**config.mk**
```make
export PLATFORM = sky130hd
export DESIGN_NAME = rope_sim_top
export DESIGN_NICKNAME = d
export VERILOG_FILES = /design/src/rope_sim_pkg.sv /design/src/step_sequencer.sv /design/src/verlet_node.sv /design/src/rope_constraint.sv /design/src/position_readout.sv /design/src/rope_sim_top.sv
export SDC_FILE = /design/constraint.sdc
export NUM_CORES = 2
export LEC_CHECK = 0
export ABC_AREA = 1
export BUFFER_PORTS_ARGS = -buffer_cell sky130_fd_sc_hd__buf_2
export CORE_ASPECT_RATIO = 0.7
export CORE_MARGIN = 2
export CORE_UTILIZATION = 35
export CTS_CLUSTER_SIZE = 25
export DETAILED_ROUTE_END_ITERATION = 7
export HOLD_SLACK_MARGIN = 0.12
export RECOVER_POWER = 100
export SLEW_MARGIN = 20
export SYNTH_ARGS = -nofsm -noshare
export SYNTH_HDL_FRONTEND = slang
export SYNTH_SLANG_ARGS = --single-unit
```
**constraint.sdc**
```tcl
create_clock -name clk -period 24.7 [get_ports clk]
set_clock_uncertainty 0.1 [all_clocks]
set_input_delay 4.94 -clock clk [delete_from_list [all_inputs] [get_ports clk]]
set_output_delay 4.94 -clock clk [all_outputs]
set_load 0.005 [all_outputs]
```
**src/rope_sim_pkg.sv**
```systemverilog
/* Q16.16 fixed-point coordinate type and rope constants.
   All arithmetic on coord_t wraps and nothing saturates. */
`default_nettype none

package rope_sim_pkg;

    // fraction bits of every coordinate
    localparam int FRAC_BITS = 16;

    // signed Q16.16, screen convention so y grows downward
    typedef logic signed [31:0] coord_t;

    // masses in the rope, node 0 is the one pinned to the anchor
    localparam int NUM_NODES = 4;

    // node index, wide enough to address every node
    typedef logic [$clog2(NUM_NODES)-1:0] node_sel_t;

    // 0.3 per step, rounded to the nearest lsb (0x4ccd)
    localparam coord_t GRAVITY = coord_t'((3 * (1 << FRAC_BITS) + 5) / 10);

    // max per-axis offset between neighbours, 10.0
    localparam coord_t REST_LEN = coord_t'(10 << FRAC_BITS);

    // reset x of every node, 200.0
    localparam coord_t BASE_X = coord_t'(200 << FRAC_BITS);

    // reset y step per node index, 10.0
    localparam coord_t NODE_SPACING = coord_t'(10 << FRAC_BITS);

    // one-hot phase bits of the step sequencer, in firing order
    localparam int PH_VERLET  = 0;
    localparam int PH_FIX     = 1;
    localparam int PH_DONE    = 2;
    localparam int NUM_PHASES = 3;

endpackage

`default_nettype wire

```
**src/step_sequencer.sv**
```systemverilog
/* Fixed three-cycle step: verlet, constraint, done. No queueing,
   a step pulse that arrives while busy is dropped. */
`timescale 1ns/10ps
`default_nettype none

module step_sequencer (
    input  wire logic clk,
    input  wire logic reset,
    input  wire logic step,
    output logic      verlet_state,
    output logic      fix_constraint_state,
    output logic      step_done,
    output logic      busy
);

    import rope_sim_pkg::*;

    // one-hot phase, all zero when idle
    logic [NUM_PHASES-1:0] phase;

    // step is taken only from idle
    logic accept;

    assign accept = step && !busy;

    always_ff @(posedge clk) begin
        if (reset) begin
            phase <= '0;
        end else begin
            // hot bit enters at the verlet phase and walks toward done,
            // then falls off the top and the sequencer is idle again
            phase <= {phase[NUM_PHASES-2:0], accept};
        end
    end

    // cycle 1 after the accepting edge
    assign verlet_state = phase[PH_VERLET];

    // cycle 2, nodes load the solver output
    assign fix_constraint_state = phase[PH_FIX];

    // cycle 3, positions are final
    assign step_done = phase[PH_DONE];

    // high through all three phases
    assign busy = |phase;

endmodule

`default_nettype wire

```
**src/verlet_node.sv**
```systemverilog
/* One point mass of the rope, position-based Verlet in Q16.16.
   node_id must be below NUM_NODES and only sets the reset position. */
`timescale 1ns/10ps
`default_nettype none

module verlet_node #(
    parameter int node_id = 0
) (
    input  wire logic                 clk,
    input  wire logic                 reset,
    input  wire logic                 verlet_state,
    input  wire logic                 fix_constraint_state,
    input  wire rope_sim_pkg::coord_t x_fix_constraint,
    input  wire rope_sim_pkg::coord_t y_fix_constraint,
    output rope_sim_pkg::coord_t      x_pos,
    output rope_sim_pkg::coord_t      y_pos
);

    import rope_sim_pkg::*;

    // current position
    coord_t x;
    coord_t y;

    // previous position, velocity is implied by x - px
    coord_t px;
    coord_t py;

    always_ff @(posedge clk) begin
        if (reset) begin
            // hanging straight down from BASE_X, at rest
            x  <= BASE_X;
            y  <= coord_t'(node_id) * NODE_SPACING;
            px <= BASE_X;
            py <= coord_t'(node_id) * NODE_SPACING;
        end else if (verlet_state) begin
            // x' = 2x - px, inertia only
            x  <= (x <<< 1) - px;
            // y' = 2y - py + g, gravity pulls toward larger y
            y  <= (y <<< 1) - py + GRAVITY;
            // old current becomes the new previous
            px <= x;
            py <= y;
        end else if (fix_constraint_state) begin
            // take the solver result, keep px/py
            // so the correction shows up as velocity next step
            x <= x_fix_constraint;
            y <= y_fix_constraint;
        end
    end

    assign x_pos = x;
    assign y_pos = y;

endmodule

`default_nettype wire

```
**src/rope_constraint.sv**
```systemverilog
/* Anchor pinning plus per-axis rest-length clamp, purely combinational.
   Not a true distance constraint and no relaxation, one chained pass only. */
`timescale 1ns/10ps
`default_nettype none

module rope_constraint (
    input  wire rope_sim_pkg::coord_t anchor_x,
    input  wire rope_sim_pkg::coord_t anchor_y,
    input  wire rope_sim_pkg::coord_t x_in  [rope_sim_pkg::NUM_NODES],
    input  wire rope_sim_pkg::coord_t y_in  [rope_sim_pkg::NUM_NODES],
    output rope_sim_pkg::coord_t      x_fix [rope_sim_pkg::NUM_NODES],
    output rope_sim_pkg::coord_t      y_fix [rope_sim_pkg::NUM_NODES]
);

    import rope_sim_pkg::*;

    // clamp one axis to within REST_LEN of the constrained predecessor
    // offset is taken with wrapping arithmetic, like the rest of the datapath
    function automatic coord_t clamp_axis(
        input coord_t pos,
        input coord_t pred
    );
        coord_t offset;
        coord_t result;
        offset = pos - pred;
        if (offset > REST_LEN) begin
            // too far on the positive side
            result = pred + REST_LEN;
        end else if (offset < -REST_LEN) begin
            // too far on the negative side
            result = pred - REST_LEN;
        end else begin
            // inside the band, leave as integrated
            result = pos;
        end
        return result;
    endfunction

    // node 0 ignores its integrated position and sits on the anchor
    assign x_fix[0] = anchor_x;
    assign y_fix[0] = anchor_y;

    // each later node is clamped against the already fixed node before it,
    // so a large anchor move ripples down the chain in the same cycle
    for (genvar i = 1; i < NUM_NODES; i++) begin : g_clamp
        // x and y are independent, no coupling between axes
        assign x_fix[i] = clamp_axis(x_in[i], x_fix[i-1]);
        assign y_fix[i] = clamp_axis(y_in[i], y_fix[i-1]);
    end

    // x_in[0] and y_in[0] are not needed, node 0 is fully pinned

endmodule

`default_nettype wire

```
**src/position_readout.sv**
```systemverilog
/* Registered readout of one node position, one cycle behind node_sel.
   Clears to node 0's reset position. */
`timescale 1ns/10ps
`default_nettype none

module position_readout (
    input  wire logic                    clk,
    input  wire logic                    reset,
    input  wire rope_sim_pkg::node_sel_t node_sel,
    input  wire rope_sim_pkg::coord_t    x_in [rope_sim_pkg::NUM_NODES],
    input  wire rope_sim_pkg::coord_t    y_in [rope_sim_pkg::NUM_NODES],
    output rope_sim_pkg::coord_t         sel_x,
    output rope_sim_pkg::coord_t         sel_y
);

    import rope_sim_pkg::*;

    always_ff @(posedge clk) begin
        if (reset) begin
            // node 0 reset position, index 0 so y is zero
            sel_x <= BASE_X;
            sel_y <= '0;
        end else begin
            // follows the nodes every cycle, not only after a step
            sel_x <= x_in[node_sel];
            sel_y <= y_in[node_sel];
        end
    end

endmodule

`default_nettype wire

```
**src/rope_sim_top.sv**
```systemverilog
/* 2D rope of NUM_NODES Q16.16 masses hanging from a movable anchor.
   One step takes 3 cycles. Anchor is sampled in the constraint cycle. */
`timescale 1ns/10ps
`default_nettype none

module rope_sim_top (
    input  wire logic                    clk,
    input  wire logic                    reset,
    input  wire logic                    step,
    input  wire rope_sim_pkg::coord_t    anchor_x,
    input  wire rope_sim_pkg::coord_t    anchor_y,
    input  wire rope_sim_pkg::node_sel_t node_sel,
    output logic                         step_done,
    output logic                         busy,
    output rope_sim_pkg::coord_t         sel_x,
    output rope_sim_pkg::coord_t         sel_y
);

    import rope_sim_pkg::*;

    // phase strobes to every node
    logic verlet_state;
    logic fix_constraint_state;

    // node positions after integration or constraint
    coord_t x_pos [NUM_NODES];
    coord_t y_pos [NUM_NODES];

    // solver output, loaded by the nodes in the constraint cycle
    coord_t x_fix [NUM_NODES];
    coord_t y_fix [NUM_NODES];

    // input side, step pulse to phase strobes
    step_sequencer step_sequencer_inst (
        .clk                  (clk),
        .reset                (reset),
        .step                 (step),
        .verlet_state         (verlet_state),
        .fix_constraint_state (fix_constraint_state),
        .step_done            (step_done),
        .busy                 (busy)
    );

    // one mass per index, each with its own reset height
    for (genvar i = 0; i < NUM_NODES; i++) begin : g_node
        verlet_node #(
            .node_id (i)
        ) verlet_node_inst (
            .clk                  (clk),
            .reset                (reset),
            .verlet_state         (verlet_state),
            .fix_constraint_state (fix_constraint_state),
            .x_fix_constraint     (x_fix[i]),
            .y_fix_constraint     (y_fix[i]),
            .x_pos                (x_pos[i]),
            .y_pos                (y_pos[i])
        );
    end

    // settles combinationally from the positions integrated in cycle 1
    rope_constraint rope_constraint_inst (
        .anchor_x (anchor_x),
        .anchor_y (anchor_y),
        .x_in     (x_pos),
        .y_in     (y_pos),
        .x_fix    (x_fix),
        .y_fix    (y_fix)
    );

    // output side
    position_readout position_readout_inst (
        .clk      (clk),
        .reset    (reset),
        .node_sel (node_sel),
        .x_in     (x_pos),
        .y_in     (y_pos),
        .sel_x    (sel_x),
        .sel_y    (sel_y)
    );

endmodule

`default_nettype wire

```
### Word-level counts from Yosys, hierarchy flattened

Cells that the tools add are included.

| operators by class | value |
|---|---|
| $add $sub $neg | 30 |
| magnitude comparators | 13 |
| multiplexer cells | 34 |
| bitwise gates (word level) | 1 |
| reductions and logical operators | 8 |

Operators with widths:

| kind | count |
|---|---|
| 32-bit two-way mux | 32 |
| 32-bit subtractor | 14 |
| 32-bit by 21-bit adder with 32-bit output, second input constant | 6 |
| 32-bit by 21-bit > comparator with 1-bit output, second input constant | 6 |
| 32-bit by 21-bit less-than comparator with 1-bit output, second input constant | 6 |
| 32-bit by 21-bit subtractor with 32-bit output, second input constant | 6 |
| 32-bit by 16-bit adder with 32-bit output, second input constant | 4 |
| 32-bit binary-select mux with 2-bit select | 2 |
| 3-bit nonzero test | 2 |
| 2-bit AND reduction | 2 |
| 3-bit greater-or-equal comparator, second input constant | 1 |
| 2-bit inverter with 3-bit output | 1 |
| 3-bit OR reduction | 1 |
| 2-bit nonzero test | 1 |
| 1-bit logical AND | 1 |
| 1-bit zero test | 1 |

| word-level totals | value |
|---|---|
| flip-flop bits (word level) | 579 |
| input port bits | 69 |
| output and inout port bits | 66 |
| word-level logic and storage cells | 105 |

### Depth between registers and ports, before layout

| depth | value |
|---|---|
| depth after elaboration | 14 |
| gate-level depth with buffers | 99 |
| gate-level depth less buffers | 94 |

### Modules after synthesis

A second synthesis with hierarchy kept.

| second synthesis, totals | value |
|---|---|
| cell total of the unflattened synthesis | 11,920 |
| area, all modules | 66,552.6 um^2 |

By module, submodules not included:

| module | instances | cells an instance | area an instance (um^2) | sequential area each (um^2) |
|---|---|---|---|---|
| rope_constraint | 1 | 4,353 | 21,871.0 | 0.0 |
| verlet_node at g_node[0].verlet_node_inst | 1 | 1,691 | 10,092.2 | 2,562.5 |
| verlet_node at g_node[2].verlet_node_inst | 1 | 1,684 | 10,068.4 | 2,562.5 |
| verlet_node at g_node[3].verlet_node_inst | 1 | 1,681 | 10,034.6 | 2,562.5 |
| verlet_node at g_node[1].verlet_node_inst | 1 | 1,689 | 10,023.4 | 2,562.5 |
| position_readout | 1 | 810 | 4,361.7 | 1,281.2 |
| step_sequencer | 1 | 12 | 101.3 | 60.1 |

### Worst setup path after synthesis

OpenSTA, ideal clock, no wires.

| timing path | value |
|---|---|
| kind | input -> register |
| from | input port anchor_x[0] |
| to | register g_node[3].verlet_node_inst.x[31] |
| setup time | 0.112 ns |
| arrival | 14.980 ns |
| data required time | 24.488 ns |
| setup slack | 9.509 ns |
| stages | 88 |
| buffers on the path | 4 |
| cells stage by stage | ha_1 -> inv_1 -> fa_1 -> nand3_1 -> nand2_1 -> nand2_1 -> nand2_2 -> nand2_1 -> nand2_1 -> nand2_1 -> nand2_1 -> nand2_1 -> nand2_1 -> nor2_1 -> nand2_1 -> nor2_2 -> nand3_4 -> nand2_4 -> (+52 left out) -> inv_1 -> o21a_1 -> nor2_1 -> o21ai_0 -> inv_1 -> o21ai_0 -> a21oi_1 -> o21bai_1 -> nand2_1 -> inv_1 -> o21ai_0 -> nand2_1 -> xor2_1 -> nand3_1 -> nand2_1 -> nor2_1 -> nor2_1 -> nor2_1 |

| on the way | value |
|---|---|
| word-level cells in the longest chain between the ends | 13 |
| elaborated cells between the ends (all ways) | 25 |
| classes of those cells | 9 x add/sub; 6 x order compare; 8 x mux; 2 x reduce/logical |

RTL lines:

| item | line | RTL |
|---|---|---|
| start, declared | rope_sim_top.sv:10 | `input wire rope_sim_pkg::coord_t anchor_x,` |
| 32-bit subtractor | rope_constraint.sv:25 | `offset = pos - pred;` |
| 32-bit by 21-bit less-than comparator with 1-bit output | rope_constraint.sv:29 | `end else if (offset < -REST_LEN) begin` |
| 32-bit two-way mux | rope_constraint.sv:29 |  |
| 32-bit two-way mux (*) | rope_constraint.sv:26 | `if (offset > REST_LEN) begin` |
| 32-bit subtractor | rope_constraint.sv:25 |  |
| 32-bit by 21-bit less-than comparator with 1-bit output | rope_constraint.sv:29 |  |
| 32-bit two-way mux | rope_constraint.sv:29 |  |
| 32-bit two-way mux (*) | rope_constraint.sv:26 |  |
| 32-bit subtractor or 32-bit by 21-bit subtractor with 32-bit output (tied branches) | rope_constraint.sv:25, rope_constraint.sv:31 |  |
| 32-bit by 21-bit > comparator with 1-bit output or 32-bit two-way mux (tied branches) | rope_constraint.sv:26, rope_constraint.sv:29 |  |
| 32-bit two-way mux | rope_constraint.sv:26 |  |
| 32-bit two-way mux | verlet_node.sv:44 | `end else if (fix_constraint_state) begin` |
| 32-bit two-way mux | verlet_node.sv:36 | `end else if (verlet_state) begin` |
| end signal, assigned | verlet_node.sv:38 | `x <= (x <<< 1) - px;` |
| end signal, assigned | verlet_node.sv:47 | `x <= x_fix_constraint;` |
| end, declared | verlet_node.sv:22 | `coord_t x;` |

Mark *: on every way between the ends. The rest lies on a longest branch, timed or not. The select of a mux whose other input is x is not followed.
A chain may end at the register's enable or synchronous reset.

### Final worst setup path

| timing path | value |
|---|---|
| from | input port anchor_y[22] |
| to | register g_node[3].verlet_node_inst.y[31] |

| on the way | value |
|---|---|
| word-level cells in the longest chain between the ends | 13 |
| elaborated cells between the ends (all ways) | 25 |
| classes of those cells | 9 x add/sub; 6 x order compare; 8 x mux; 2 x reduce/logical |

RTL lines:

| item | line | RTL |
|---|---|---|
| start, declared | rope_sim_top.sv:11 | `input wire rope_sim_pkg::coord_t anchor_y,` |
| 32-bit subtractor | rope_constraint.sv:25 |  |
| 32-bit by 21-bit less-than comparator with 1-bit output | rope_constraint.sv:29 |  |
| 32-bit two-way mux | rope_constraint.sv:29 |  |
| 32-bit two-way mux (*) | rope_constraint.sv:26 |  |
| 32-bit subtractor | rope_constraint.sv:25 |  |
| 32-bit by 21-bit less-than comparator with 1-bit output | rope_constraint.sv:29 |  |
| 32-bit two-way mux | rope_constraint.sv:29 |  |
| 32-bit two-way mux (*) | rope_constraint.sv:26 |  |
| 32-bit subtractor or 32-bit by 21-bit subtractor with 32-bit output (tied branches) | rope_constraint.sv:25, rope_constraint.sv:31 |  |
| 32-bit by 21-bit > comparator with 1-bit output or 32-bit two-way mux (tied branches) | rope_constraint.sv:26, rope_constraint.sv:29 |  |
| 32-bit two-way mux | rope_constraint.sv:26 |  |
| 32-bit two-way mux | verlet_node.sv:44 |  |
| 32-bit two-way mux | verlet_node.sv:36 |  |
| end signal, assigned | verlet_node.sv:33 | `y <= coord_t'(node_id) * NODE_SPACING;` |
| end signal, assigned | verlet_node.sv:40 | `y <= (y <<< 1) - py + GRAVITY;` |
| end signal, assigned | verlet_node.sv:48 | `y <= y_fix_constraint;` |
| end, declared | verlet_node.sv:23 | `coord_t y;` |

Marks and branches as above.

==> out/summary.md <==
The run finished, with violations left. The checks that failed: capacitance limit, slew limit. In the synthesized netlist, the number of instances is 9389. The clock insertion delay at the later pin of the skew report came out at 0.71 ns. The number of setup buffers added after CTS is 0. For this run, design rule violations remaining after detail routing come to 0. The H-tree depth reported by CTS was 3; the number of synthesized register bits was 579. In this run the horizontal extent of the chip is 485 um. Summing internal, switching and leakage power gives 0.00963 W. For the setup TNS after final layout, the log shows 0 ns. The floorplan step defined a core boundary enclosing 161000 um^2. The tightest slew margin relative to the limit was -210%. The run gives 888 as the final number of max-transition violations. For the flop-to-flop setup slack, the log shows 7.93 ns.

The longest clock path from root to sink contains 3 buffers. The most common cell type on the critical path was sky130_fd_sc_hd__nand2_1. The number of nets in the synthesized netlist is 10016.

The die is 341 um tall. For the effective utilization at floorplan, the log shows 35.3%. Yosys attributes the largest share of cell area to sky130_fd_sc_hd__dfxtp_1, sky130_fd_sc_hd__nand2_1, sky130_fd_sc_hd__ha_1. Initial antenna violation count: 3. During I/O placement, the number of pins put on the boundary was 135.

In this run the worst hold path is classified as reg2reg. The number of DRC markers in iteration 0 was 5964; the maximum fanout along the worst path was 46. Total setup violations reported at the end of the flow: 0. The per-cell via count in the routed design was 5.36; the highest clock rate was 47.8 MHz.

For the number of gates given a new drive strength after cts, the log shows 0. The per-instance average area after synthesis is 6.04 um^2, and the total global routing track utilization is 26.0%. Entering global routing, the biggest net connects 137 pins. The critical-path cell with the highest stage delay was sky130_fd_sc_hd__nand2_1. Power spread over the standard cell area amounts to 157 nW/um^2. Cells fill 38.2% of the core in the end. After detailed routing, the average wire length per cell comes to 19.4 um. Leaving out fill and tap cells, the most frequent cells in the layout are sky130_fd_sc_hd__nand2_1, sky130_fd_sc_hd__inv_1, sky130_fd_sc_hd__a21oi_1, sky130_fd_sc_hd__o21ai_0, sky130_fd_sc_hd__nor2_1.

Clock tree synthesis selected as its root buffer the cell sky130_fd_sc_hd__clkbuf_16. At the pin with the least slew margin, the transition time is 4.62 ns. From synthesis to final layout, the design area changed by 8.26%. For the remaining global-route overflow, the log shows 0. The total of hold buffers inserted after clock tree synthesis is 0, and the final instance count without filler cells is 11536.

The library cell used most frequently in the layout, excluding fill and tap cells, is sky130_fd_sc_hd__nand2_1. For the worst setup path, the data arrival time is 21.41 ns. Unique cell type count in the Yosys netlist: 66. Summed over all cells, the static leakage comes to 30.4 nW. Summing over every cut layer, the via total after detailed routing is 61885. Endpoint class of the critical path: a flop.

For the number of global-route vias before repair, the log shows 56339. The kind of launch point of the worst setup path was an input port. After layout, the worst path uses 84.8% of the clock period. Cell taking the most area after synthesis: sky130_fd_sc_hd__dfxtp_1. The standard cell area after detailed placement is 59200 um^2. The synthesized design devotes to its leading area cell type 20.4% of total area. CTS saw 579 sinks. Before antenna repair, the detailed router went through 6 iterations. The total placed cells including tap cells is 11401. By startpoint and endpoint, the worst setup path is classified as in2reg.

The longest individual stage delay on the worst path was 1.45 ns. TritonCTS built the clock tree. The run gives 174000 um as the half-perimeter wire length after placement.

Across the VDD grid, the largest voltage drop is 0.229 mV. Fill cells in the final layout number 17628. The final net count was 9979. Buffers placed on the I/O ports in this run total 134.

The register clock-pin slew on the reported worst setup and hold paths is 0.06 ns. Setup repair after global routing left no endpoint under its margin. For the finished layout, the period the worst path requires is 20.93 ns. The logs give 61400 um^2 for the cell area after layout and 0.979 for the weighted congestion reported at the end of routability-driven placement. The global-route wire length before repair was 338000 um. For this run, the number of Yosys warnings is 0.

The die covers 165000 um^2. The logs give 25.17 ns for the required time at the worst-slack endpoint and 123 for the number of cell rows. The remaining antenna violation count is 0, and the fraction of layout instances using a drive strength above 1 is 5.61%.

The tool flagged a number of max-cap violations equal to 13. Sequential elements use 20.4% of the synthesized area. The run gives 56700 um^2 as the cell area after technology mapping.

The tools report the count of final hold-check violations as 0. The logs give 74 for the number of clock buffers inserted by TritonCTS and 223000 um for the routed wire length.
-- metal layers --
metal,up-vias,wire length (um),track usage [%]
met4,0,8670,9.34
met5,-,0,0
met1,28596,107000,37.7
li1,30737,-,-
met2,2222,92300,39.1
met3,330,15900,3.44
-- flip-flops by register name, indices dropped and copies added (netlist names) --
name / count
position_readout_inst.sel_y: 32
position_readout_inst.sel_x: 32
g_node.verlet_node_inst.x_pos: 128
g_node.verlet_node_inst.y_pos: 128
step_sequencer_inst.phase: 3
g_node.verlet_node_inst.py: 128
g_node.verlet_node_inst.px: 128
-- synthesized netlist by cell type, drive strengths merged --
master	instances
nand2	2422
inv	1512
a21oi	949
o21ai	744
nor2	724
nand3	660
dfxtp	579
ha	542
clkbuf	223
a31oi	109
o22ai	108
xor2	108
nand4	94
nor3	83
buf	77
or2	58
nand3b	54
o211ai	45
xnor2	39
o31ai	36
o21bai	29
o21a	24
a211oi	23
o221ai	23
and2	20
a21boi	17
fa	16
clkinv	15
a21o	9
a32o	9
a22oi	5
o32ai	5
a221oi	4
nor4	4
or3	4
and3	3
o221a	3
o311ai	3
nor3b	2
o41ai	2
a2111oi	1
mux2i	1
o2111ai	1
-- area by class of cell --
cell class	instances	area, um^2	share of cell area (%)
Sequential cell	579	11600	18.9
Inverter	1527	5740	9.35
Multi-Input combinational cell	6983	38000	61.8
Clock inverter	29	332	0.540
Tap cell	2125	2660	4.33
Timing Repair Buffer	187	993	1.62
Antenna cell	3	7.51	0.0122
Clock buffer	103	2090	3.41
-- power breakdown --
| part | switching (W) | total [W] | leakage [nW] | internal (W) |
|---|---|---|---|---|
| sequential | 0.000168 | 0.00123 | 4.75 | 0.00106 |
| clock | 0.000488 | 0.00114 | 1.18 | 0.000647 |
| combinational | 0.00490 | 0.00726 | 24.4 | 0.00237 |
-- worst max-delay path: cells and delay by family --
kind                     cells  cell delay, ns
AO/OA/AOI/OAI               13            3.07
AND/OR/NAND/NOR             47            9.69
adder cells (fa/ha/maj)      4            1.72
buffers and inverters        8            1.68
XOR/XNOR                     1            0.17
-- through the flow --
stage          hold WS, ns  setup slack (ns)
6_report             0.364              3.77
5_1_grt              0.385              2.37
4_1_cts              0.365              6.09
3_5_place_dp         0.357              5.38
3_3_place_gp         0.351              5.66
2_1_floorplan        0.340              9.51
-- path summary, 6_finish.rpt --
| check | start | end | cells after the start |
|---|---|---|---|
| max | anchor_y[22] | g_node[3].verlet_node_inst.y_pos[31]$_SDFFE_PP0P_ | 73 |
| min | g_node[3].verlet_node_inst.px[8]$_SDFFE_PP0P_ | g_node[3].verlet_node_inst.px[8]$_SDFFE_PP0P_ | 2 |
| max reg2reg | g_node[1].verlet_node_inst.y_pos[0]$_SDFFE_PP0P_ | g_node[3].verlet_node_inst.y_pos[31]$_SDFFE_PP0P_ | 72 |
| min reg2reg | g_node[3].verlet_node_inst.px[8]$_SDFFE_PP0P_ | g_node[3].verlet_node_inst.px[8]$_SDFFE_PP0P_ | 2 |
-- cell families after synthesis --
kind of cell	count (synthesis)	share of synthesized area, %
and+or+nand+nor	4128	31.4
AOI/OAI and AO/OA	2149	20.8
buffers and inverters	1827	12.5
DFF	579	20.4
adders and majority gates	558	12.5
xor gates and xnor gates	147	2.31
muxes	1	0.0177
(Power assumes the default switching activity.)
